**config.mk**
```make
export PLATFORM = sky130hd
export DESIGN_NAME = fetch_top
export DESIGN_NICKNAME = d
export VERILOG_FILES = /design/src/design/fetch_pkg.sv /design/src/design/fetch_unit.sv /design/src/design/inst_queue.sv /design/src/design/predecode.sv /design/src/design/fetch_top.sv
export VERILOG_INCLUDE_DIRS = /design/src /design/src/design
export SDC_FILE = /design/constraint.sdc
export NUM_CORES = 1
export LEC_CHECK = 0
export ABC_CLOCK_PERIOD_IN_PS = 5100
export BUFFER_PORTS_ARGS = -buffer_cell sky130_fd_sc_hd__clkbuf_2
export CAP_MARGIN = 20
export CORE_MARGIN = 1.5
export CORE_UTILIZATION = 45
export DETAILED_ROUTE_END_ITERATION = 8
export HOLD_SLACK_MARGIN = 0.15
export SLEW_MARGIN = 20
export SYNTH_ARGS = -nofsm -noshare
export SYNTH_HDL_FRONTEND = slang
export SYNTH_HIERARCHICAL = 1
export SYNTH_SLANG_ARGS = --single-unit
```
**constraint.sdc**
```tcl
create_clock -name clk -period 5.1 [get_ports clk]
set_clock_uncertainty 0.2 [all_clocks]
set_input_delay 0.51 -clock clk [delete_from_list [all_inputs] [get_ports clk]]
set_output_delay 0.51 -clock clk [all_outputs]
set_load 0.005 [all_outputs]
```
**src/design/fetch_macros.svh**
```systemverilog
`ifndef FETCH_MACROS_SVH
`define FETCH_MACROS_SVH

// first fetch address after reset
`define FETCH_RESET_PC 64'h0000_0000_8000_0000

// instruction queue entries, power of two
`define FETCH_QUEUE_DEPTH 4

// major opcode of jal
`define OPC_JAL 7'b110_1111

`endif

```
**src/design/fetch_pkg.sv**
```systemverilog
`default_nettype none

package fetch_pkg;

    // byte address, pc and bus address alike
    typedef logic [63:0] addr_t;

    // one uncompressed instruction word
    typedef logic [31:0] inst_t;

    // item passed from fetch through the queue to predecode
    typedef struct packed {
        addr_t pc;
        inst_t inst;
    } fetch_item_t;

    // pc redirect from predecode back to fetch
    typedef struct packed {
        logic  valid;
        addr_t target;
    } redirect_t;

    // read bus master states
    typedef enum logic [1:0] {
        IDLE,
        ADDR,
        DATA
    } fetch_state_e;

endpackage

`default_nettype wire

```
**src/design/fetch_unit.sv**
```systemverilog
`default_nettype none

`include "fetch_macros.svh"

module fetch_unit (
    input  logic                   clk,
    input  logic                   rst_n_i,
    input  logic                   trap_i,
    input  fetch_pkg::addr_t       trap_vec_i,
    input  fetch_pkg::redirect_t   redirect_i,
    output logic                   ar_valid_o,
    output fetch_pkg::addr_t       ar_addr_o,
    input  logic                   ar_ready_i,
    input  logic                   r_valid_i,
    input  fetch_pkg::inst_t       r_data_i,
    output logic                   r_ready_o,
    output logic                   push_valid_o,
    output fetch_pkg::fetch_item_t push_item_o,
    input  logic                   push_ready_i
);
    import fetch_pkg::*;

    fetch_state_e state_q;
    addr_t        pc_q;
    addr_t        pc_d;
    addr_t        req_addr_q;
    addr_t        redir_pc;
    logic         stale_q;
    logic         redirect_any;
    logic         r_fire;

    // trap wins over the predecode redirect
    assign redirect_any = trap_i || redirect_i.valid;
    assign redir_pc     = trap_i ? trap_vec_i : redirect_i.target;

    assign ar_valid_o = (state_q == ADDR);
    assign ar_addr_o  = req_addr_q;

    // only take a response that the queue can absorb right now
    assign r_ready_o = (state_q == DATA) && push_ready_i;
    assign r_fire    = r_valid_i && r_ready_o;

    // responses to an abandoned address are accepted but never pushed
    assign push_valid_o = r_fire && !stale_q;
    assign push_item_o  = '{pc: req_addr_q, inst: r_data_i};

    always_comb begin
        if (redirect_any) begin
            pc_d = redir_pc;
        end else if (push_valid_o) begin
            pc_d = pc_q + 64'd4;
        end else begin
            pc_d = pc_q;
        end
    end

    always_ff @(posedge clk or negedge rst_n_i) begin
        if (!rst_n_i) begin
            state_q    <= IDLE;
            pc_q       <= `FETCH_RESET_PC;
            req_addr_q <= `FETCH_RESET_PC;
            stale_q    <= 1'b0;
        end else begin
            pc_q <= pc_d;
            case (state_q)
                IDLE: begin
                    state_q    <= ADDR;
                    req_addr_q <= pc_d;
                end
                ADDR: begin
                    // address is committed, so mark the read instead of dropping it
                    if (redirect_any) begin
                        stale_q <= 1'b1;
                    end
                    if (ar_ready_i) begin
                        state_q <= DATA;
                    end
                end
                DATA: begin
                    if (r_fire) begin
                        state_q    <= ADDR;
                        req_addr_q <= pc_d;
                        stale_q    <= 1'b0;
                    end else if (redirect_any) begin
                        stale_q <= 1'b1;
                    end
                end
                default: begin
                    state_q <= IDLE;
                end
            endcase
        end
    end

    // redirect targets and trap vectors must keep the bus word aligned
    a_ar_aligned: assert property (
        @(posedge clk) disable iff (!rst_n_i)
        ar_valid_o |-> (ar_addr_o[1:0] == 2'b00)
    );

    a_ar_stable: assert property (
        @(posedge clk) disable iff (!rst_n_i)
        ar_valid_o && !ar_ready_i |=> ar_valid_o && $stable(ar_addr_o)
    );

endmodule

`default_nettype wire

```
**src/design/inst_queue.sv**
```systemverilog
`default_nettype none

`include "fetch_macros.svh"

module inst_queue #(
    parameter int DEPTH = `FETCH_QUEUE_DEPTH
) (
    input  logic                   clk,
    input  logic                   rst_n_i,
    input  logic                   flush_i,
    input  logic                   push_valid_i,
    input  fetch_pkg::fetch_item_t push_item_i,
    output logic                   push_ready_o,
    output logic                   pop_valid_o,
    output fetch_pkg::fetch_item_t pop_item_o,
    input  logic                   pop_ready_i
);
    import fetch_pkg::*;

    localparam int PTR_W = (DEPTH > 1) ? $clog2(DEPTH) : 1;
    localparam int CNT_W = $clog2(DEPTH + 1);

    fetch_item_t      mem [DEPTH];
    logic [PTR_W-1:0] wr_ptr_q;
    logic [PTR_W-1:0] rd_ptr_q;
    logic [CNT_W-1:0] count_q;
    logic             push_en;
    logic             pop_en;

    assign push_ready_o = (count_q != CNT_W'(DEPTH));
    // a pushed item shows up one cycle later
    assign pop_valid_o  = (count_q != '0);
    assign pop_item_o   = mem[rd_ptr_q];

    assign push_en = push_valid_i && push_ready_o;
    assign pop_en  = pop_valid_o && pop_ready_i;

    always_ff @(posedge clk) begin
        if (push_en) begin
            mem[wr_ptr_q] <= push_item_i;
        end
    end

    always_ff @(posedge clk or negedge rst_n_i) begin
        if (!rst_n_i) begin
            wr_ptr_q <= '0;
            rd_ptr_q <= '0;
            count_q  <= '0;
        end else if (flush_i) begin
            // drop everything including a write in this cycle
            wr_ptr_q <= '0;
            rd_ptr_q <= '0;
            count_q  <= '0;
        end else begin
            if (push_en) begin
                wr_ptr_q <= wr_ptr_q + 1'b1;
            end
            if (pop_en) begin
                rd_ptr_q <= rd_ptr_q + 1'b1;
            end
            case ({push_en, pop_en})
                2'b10:   count_q <= count_q + 1'b1;
                2'b01:   count_q <= count_q - 1'b1;
                default: count_q <= count_q;
            endcase
        end
    end

    // the fetch unit must hold off while the queue is full
    a_no_push_full: assert property (
        @(posedge clk) disable iff (!rst_n_i)
        push_valid_i |-> push_ready_o
    );

    // count stays in range and matches the pointer distance
    a_ptr_count: assert property (
        @(posedge clk) disable iff (!rst_n_i)
        (count_q <= CNT_W'(DEPTH)) && (PTR_W'(wr_ptr_q - rd_ptr_q) == PTR_W'(count_q))
    );

endmodule

`default_nettype wire

```
**src/design/predecode.sv**
```systemverilog
`default_nettype none

`include "fetch_macros.svh"

module predecode (
    input  logic                   clk,
    input  logic                   rst_n_i,
    input  logic                   trap_i,
    input  logic                   pop_valid_i,
    input  fetch_pkg::fetch_item_t pop_item_i,
    output logic                   pop_ready_o,
    output logic                   out_valid_o,
    output fetch_pkg::fetch_item_t out_item_o,
    input  logic                   out_ready_i,
    output fetch_pkg::redirect_t   redirect_o,
    output logic                   flush_o
);
    import fetch_pkg::*;

    logic        valid_q;
    fetch_item_t item_q;
    logic        out_fire;
    logic        load_en;
    logic        is_jal;
    addr_t       j_imm;

    assign out_valid_o = valid_q;
    assign out_item_o  = item_q;
    assign out_fire    = valid_q && out_ready_i;

    assign is_jal = (item_q.inst[6:0] == `OPC_JAL);

    // j-type immediate, bit 0 always zero
    assign j_imm = {{44{item_q.inst[31]}}, item_q.inst[19:12], item_q.inst[20],
                    item_q.inst[30:21], 1'b0};

    // jump resolves as the jal leaves the stage
    assign redirect_o.valid  = out_fire && is_jal;
    assign redirect_o.target = item_q.pc + j_imm;
    assign flush_o           = redirect_o.valid || trap_i;

    // no new item on a flush edge, the queue is being emptied
    assign pop_ready_o = (!valid_q || out_ready_i) && !flush_o;
    assign load_en     = pop_valid_i && pop_ready_o;

    always_ff @(posedge clk or negedge rst_n_i) begin
        if (!rst_n_i) begin
            valid_q <= 1'b0;
        end else if (trap_i) begin
            valid_q <= 1'b0;
        end else if (load_en) begin
            valid_q <= 1'b1;
        end else if (out_fire) begin
            valid_q <= 1'b0;
        end
    end

    always_ff @(posedge clk) begin
        if (load_en) begin
            item_q <= pop_item_i;
        end
    end

    // held item stays put under back-pressure unless a trap kills it
    a_out_stable: assert property (
        @(posedge clk) disable iff (!rst_n_i)
        out_valid_o && !out_ready_i && !trap_i |=> out_valid_o && $stable(out_item_o)
    );

endmodule

`default_nettype wire

```
**src/design/fetch_top.sv**
```systemverilog
`default_nettype none

module fetch_top (
    input  logic                   clk,
    input  logic                   rst_n_i,
    input  logic                   trap_i,
    input  fetch_pkg::addr_t       trap_vec_i,
    output logic                   ar_valid_o,
    output fetch_pkg::addr_t       ar_addr_o,
    input  logic                   ar_ready_i,
    input  logic                   r_valid_i,
    input  fetch_pkg::inst_t       r_data_i,
    output logic                   r_ready_o,
    output logic                   out_valid_o,
    output fetch_pkg::fetch_item_t out_item_o,
    input  logic                   out_ready_i
);
    import fetch_pkg::*;

    logic        push_valid;
    fetch_item_t push_item;
    logic        push_ready;
    logic        pop_valid;
    fetch_item_t pop_item;
    logic        pop_ready;
    redirect_t   redirect;
    logic        flush;

    fetch_unit u_fetch_unit (
        .clk          (clk),
        .rst_n_i      (rst_n_i),
        .trap_i       (trap_i),
        .trap_vec_i   (trap_vec_i),
        .redirect_i   (redirect),
        .ar_valid_o   (ar_valid_o),
        .ar_addr_o    (ar_addr_o),
        .ar_ready_i   (ar_ready_i),
        .r_valid_i    (r_valid_i),
        .r_data_i     (r_data_i),
        .r_ready_o    (r_ready_o),
        .push_valid_o (push_valid),
        .push_item_o  (push_item),
        .push_ready_i (push_ready)
    );

    // flush covers both jal redirects and traps
    inst_queue u_inst_queue (
        .clk          (clk),
        .rst_n_i      (rst_n_i),
        .flush_i      (flush),
        .push_valid_i (push_valid),
        .push_item_i  (push_item),
        .push_ready_o (push_ready),
        .pop_valid_o  (pop_valid),
        .pop_item_o   (pop_item),
        .pop_ready_i  (pop_ready)
    );

    predecode u_predecode (
        .clk         (clk),
        .rst_n_i     (rst_n_i),
        .trap_i      (trap_i),
        .pop_valid_i (pop_valid),
        .pop_item_i  (pop_item),
        .pop_ready_o (pop_ready),
        .out_valid_o (out_valid_o),
        .out_item_o  (out_item_o),
        .out_ready_i (out_ready_i),
        .redirect_o  (redirect),
        .flush_o     (flush)
    );

endmodule

`default_nettype wire

```
==> flow_metrics.env <==
export IMPL_comb_power_share_pct=12.6
export IMPL_slew_viol_final=0
export IMPL_antennaDiodeCount=0
export IMPL_synth_cells=2006
export IMPL_htreeDepth=3
export IMPL_final_antenna_net_count=0
export IMPL_syn_area_mm2=0.0286
export IMPL_gp_congestion=0.914
export IMPL_rows=92
export IMPL_fin_crit_ns=4.29
export IMPL_max_clock_path_buffers=3
export IMPL_avgRoutedWirePerCell_um=24.1
export IMPL_via_per_inst=5.67
export IMPL_holdBufCountCts=100
export IMPL_p_sw_uw=3460
export IMPL_fin_ws_ns=0.806
export IMPL_clock_sinks=619
export IMPL_dieArea_mm2=0.0650
export IMPL_fp_dieH_um=255
export IMPL_rsz0062_at_grt="false"
export IMPL_power_frac_seq_pct=50.5
export IMPL_ios=265
export IMPL_power_density_mw_per_mm2=390
export IMPL_layout_drive_gt1_share_pct=24.3
export IMPL_ys_seq_area_share_pct=62.6
export IMPL_startpoint="u_predecode/out_item_o[31]"
export IMPL_postCtsResizedCells=0
export IMPL_vias=18000
export IMPL_hold_ws_ns=0.314
export IMPL_max_slew_margin_pct=33.5
export IMPL_synth_top_area_share_pct=50.4
export IMPL_avgSynthCellArea_um2=14.2
export IMPL_ff2ff_path_depth=13
export IMPL_final_setup_tns_ns=0
export IMPL_synth_nets=2180
export IMPL_worst_pin_slew_ns=0.996
export IMPL_dp_hpwl_um=52800
export IMPL_cts_inserted_buffers=67
export IMPL_synth_seq_cells=619
export IMPL_firstDrtPassIters=5
export IMPL_synth_flop_cell="edfxtp_1"
export IMPL_initial_utilization_pct=45.4
export IMPL_postCtsSetupBuffers=0
export IMPL_die_x_um=255
export IMPL_postSynth_asyncResetShare_pct=22.5
export IMPL_worstSetupPathType="reg2reg"
export IMPL_fin_nets=2455
export IMPL_hold_viol_final=0
export IMPL_r2r_start="u_predecode/out_item_o[31]"
export IMPL_drcViolationCount=0
export IMPL_drt_wl_total_um=76700
export IMPL_grt_pass1_vias=18200
export IMPL_yosysTopAreaCell="edfxtp_1"
export IMPL_crit_path_end_kind="flip-flop"
export IMPL_finalCritPeriodShare_pct=84.2
export IMPL_final_cells=3182
export IMPL_grt_max_degree=81
export IMPL_clk_pin_slew_ns=0.06
export IMPL_min_from="trap_i"
export IMPL_internal_power_uw=9590
export IMPL_hold_class="in2reg"
export IMPL_rr_endpoint="u_fetch_unit/ar_addr_o[60]"
export IMPL_vdd_drop_max_uv=313
export IMPL_clkPwrFrac_pct=36.9
export IMPL_synth_edf_count=480
export IMPL_dp_cells=2957
export IMPL_areaGrowthSynthToFinish_pct=17.0
export IMPL_antenna_found_initial=2
export IMPL_grt_pass1_wl_um=114000
export IMPL_ys_types=82
export IMPL_cts_root_buf="clkbuf_16"
export IMPL_clock_latency_ns=0.62
export IMPL_synth_top_cells_by_area="edfxtp_1 (50%), dfrtp_1 (12%), mux4_2 (7.6%)"
export IMPL_reg2reg_slack_ns=0.81
export IMPL_grtUsageTotal_pct=23.8
export IMPL_drt_iter0_markers=1253
export IMPL_swShare_pct=26.5
export IMPL_setup_violations=0
export IMPL_cp_required_ns=5.35
export IMPL_p_total_uw=13000
export IMPL_yosys_warnings=6
export IMPL_max_cap_viol_count=0
export IMPL_critPathArrivalTime_ns=4.55
export IMPL_cp_max_fo=45
export IMPL_status="finished clean"
export IMPL_timing_fmax_ghz=0.233
export IMPL_cp_start_kind="flip-flop"
export IMPL_cts_tree="done"
export IMPL_p_leak_uw=0.0120
export IMPL_gr_total_overflow=0
export IMPL_portBuffers=264
export IMPL_endpoint="u_fetch_unit/ar_addr_o[60]"
export IMPL_post_place_ws_ns=0.951
export IMPL_fp_coreArea_mm2=0.0630
## Yosys cell counts (38+ instances only)
cell type / number
xor2_1: 41
mux4_2: 96
buf_4: 98
nand2_1: 136
a21oi_1: 108
nor2_1: 73
nand3_1: 40
clkbuf_1: 64
inv_1: 39
edfxtp_1: 480
o21ai_0: 91
dfrtp_1: 137
xnor2_1: 76
nand4_1: 38
ha_1: 70
a22oi_1: 39
## critical path: stages, from the launching register on
cell and delay (ns):
edfxtp_1 0.41, buf_12 0.22, ha_1 0.43, a21oi_1 0.30
o21ai_0 0.20, a41oi_1 0.30, a311oi_2 0.15, a211oi_1 0.56
a21oi_2 0.20, a31oi_1 0.31, mux2i_1 0.23, o311ai_0 0.21
a22oi_1 0.24, o221ai_1 0.16
## power groups by stage
stage / clock (µW) / combinational (µW) / sequential, µW
5_1_grt: 5110 / 1810 / 6670
3_3_place_gp: 0 / 1570 / 6660
6_report: 4810 / 1640 / 6590
3_5_place_dp: 0 / 1600 / 6700
2_1_floorplan: 0 / 1340 / 6430
4_1_cts: 4930 / 1670 / 6600
## how the worst min path moves through the flow
stage	to	slack, ns	cells after the start
final	u_fetch_unit/pc_q[4]	0.31	4
after global routing	u_fetch_unit/pc_q[4]	0.34	4
after CTS	u_fetch_unit/pc_q[4]	0.26	4
after detailed placement	u_inst_queue/mem[1][57]	0.34	0
after global placement	u_fetch_unit/state_q[0]	0.32	1
after floorplan	u_fetch_unit/ar_addr_o[0]	0.01	0
## cell usage in the layout, fill, tap and decap left out, types with 16 or more instances in the layout
master	instances
inv_1	39
o221ai_1	22
xor2_1	41
o21ai_0	90
clkbuf_2	263
buf_4	26
nor2_1	72
a21o_1	28
dlygate4sd3_1	100
xnor2_1	76
nand3_1	40
ha_1	70
a21oi_1	108
nor3_1	22
mux2_2	30
edfxtp_1	480
mux4_2	96
clkbuf_16	69
and3_1	16
a22oi_1	39
nand4_1	38
nor4_1	24
nand2_1	136
dfrtp_1	135
## registers in the layout (all words and copies together) (netlist names)
| signal | cells |
|---|---|
| u_fetch_unit/ar_addr_o | 64 |
| u_fetch_unit/stale_q | 1 |
| u_predecode/out_valid_o | 1 |
| u_inst_queue/mem | 384 |
| u_fetch_unit/state_q | 2 |
| u_inst_queue/count_q | 3 |
| u_fetch_unit/pc_q | 64 |
| u_inst_queue/rd_ptr_q | 2 |
| u_inst_queue/wr_ptr_q | 2 |
| u_predecode/out_item_o | 96 |
## metal layers
layer | wire length, µm | vias up | global-route usage, %
met5 | 20 | - | 0
met4 | 2150 | 4 | 8.05
met3 | 4650 | 112 | 5.05
met2 | 37400 | 517 | 38.9
met1 | 32600 | 9190 | 31.6
li1 | - | 8214 | -
## kinds of logic (layout without fill, tap and decap cells)
group,count (synthesis),in the layout,synth area share [%]
XOR/XNOR,117,117,3.59
AO/OA/AOI/OAI,403,403,9.34
buffers and inverters,231,561,4.55
flip-flops,619,619,62.6
multiplexers,136,136,9.10
adder cells (fa/ha/maj),72,72,3.21
AND/OR/NAND/NOR,428,428,7.59
## final cells by class
| type | count | area (µm²) |
|---|---|---|
| multi-input combinational | 1156 | 9440 |
| clock buffer | 91 | 1880 |
| timing repair buffer | 398 | 2670 |
| inverter | 39 | 146 |
| clock inverter | 33 | 327 |
| fill | 5228 | 29500 |
| tap | 846 | 1060 |
| sequential | 619 | 17900 |
## through the flow
step	cell area [µm²]	utilization, %
6_report	33400	53.1
5_1_grt	33400	53.1
4_1_cts	33400	53.1
3_5_place_dp	30200	48.0
3_3_place_gp	30200	48.0
2_1_floorplan	28600	-
Note: power is estimated with default switching activity, not from simulation.
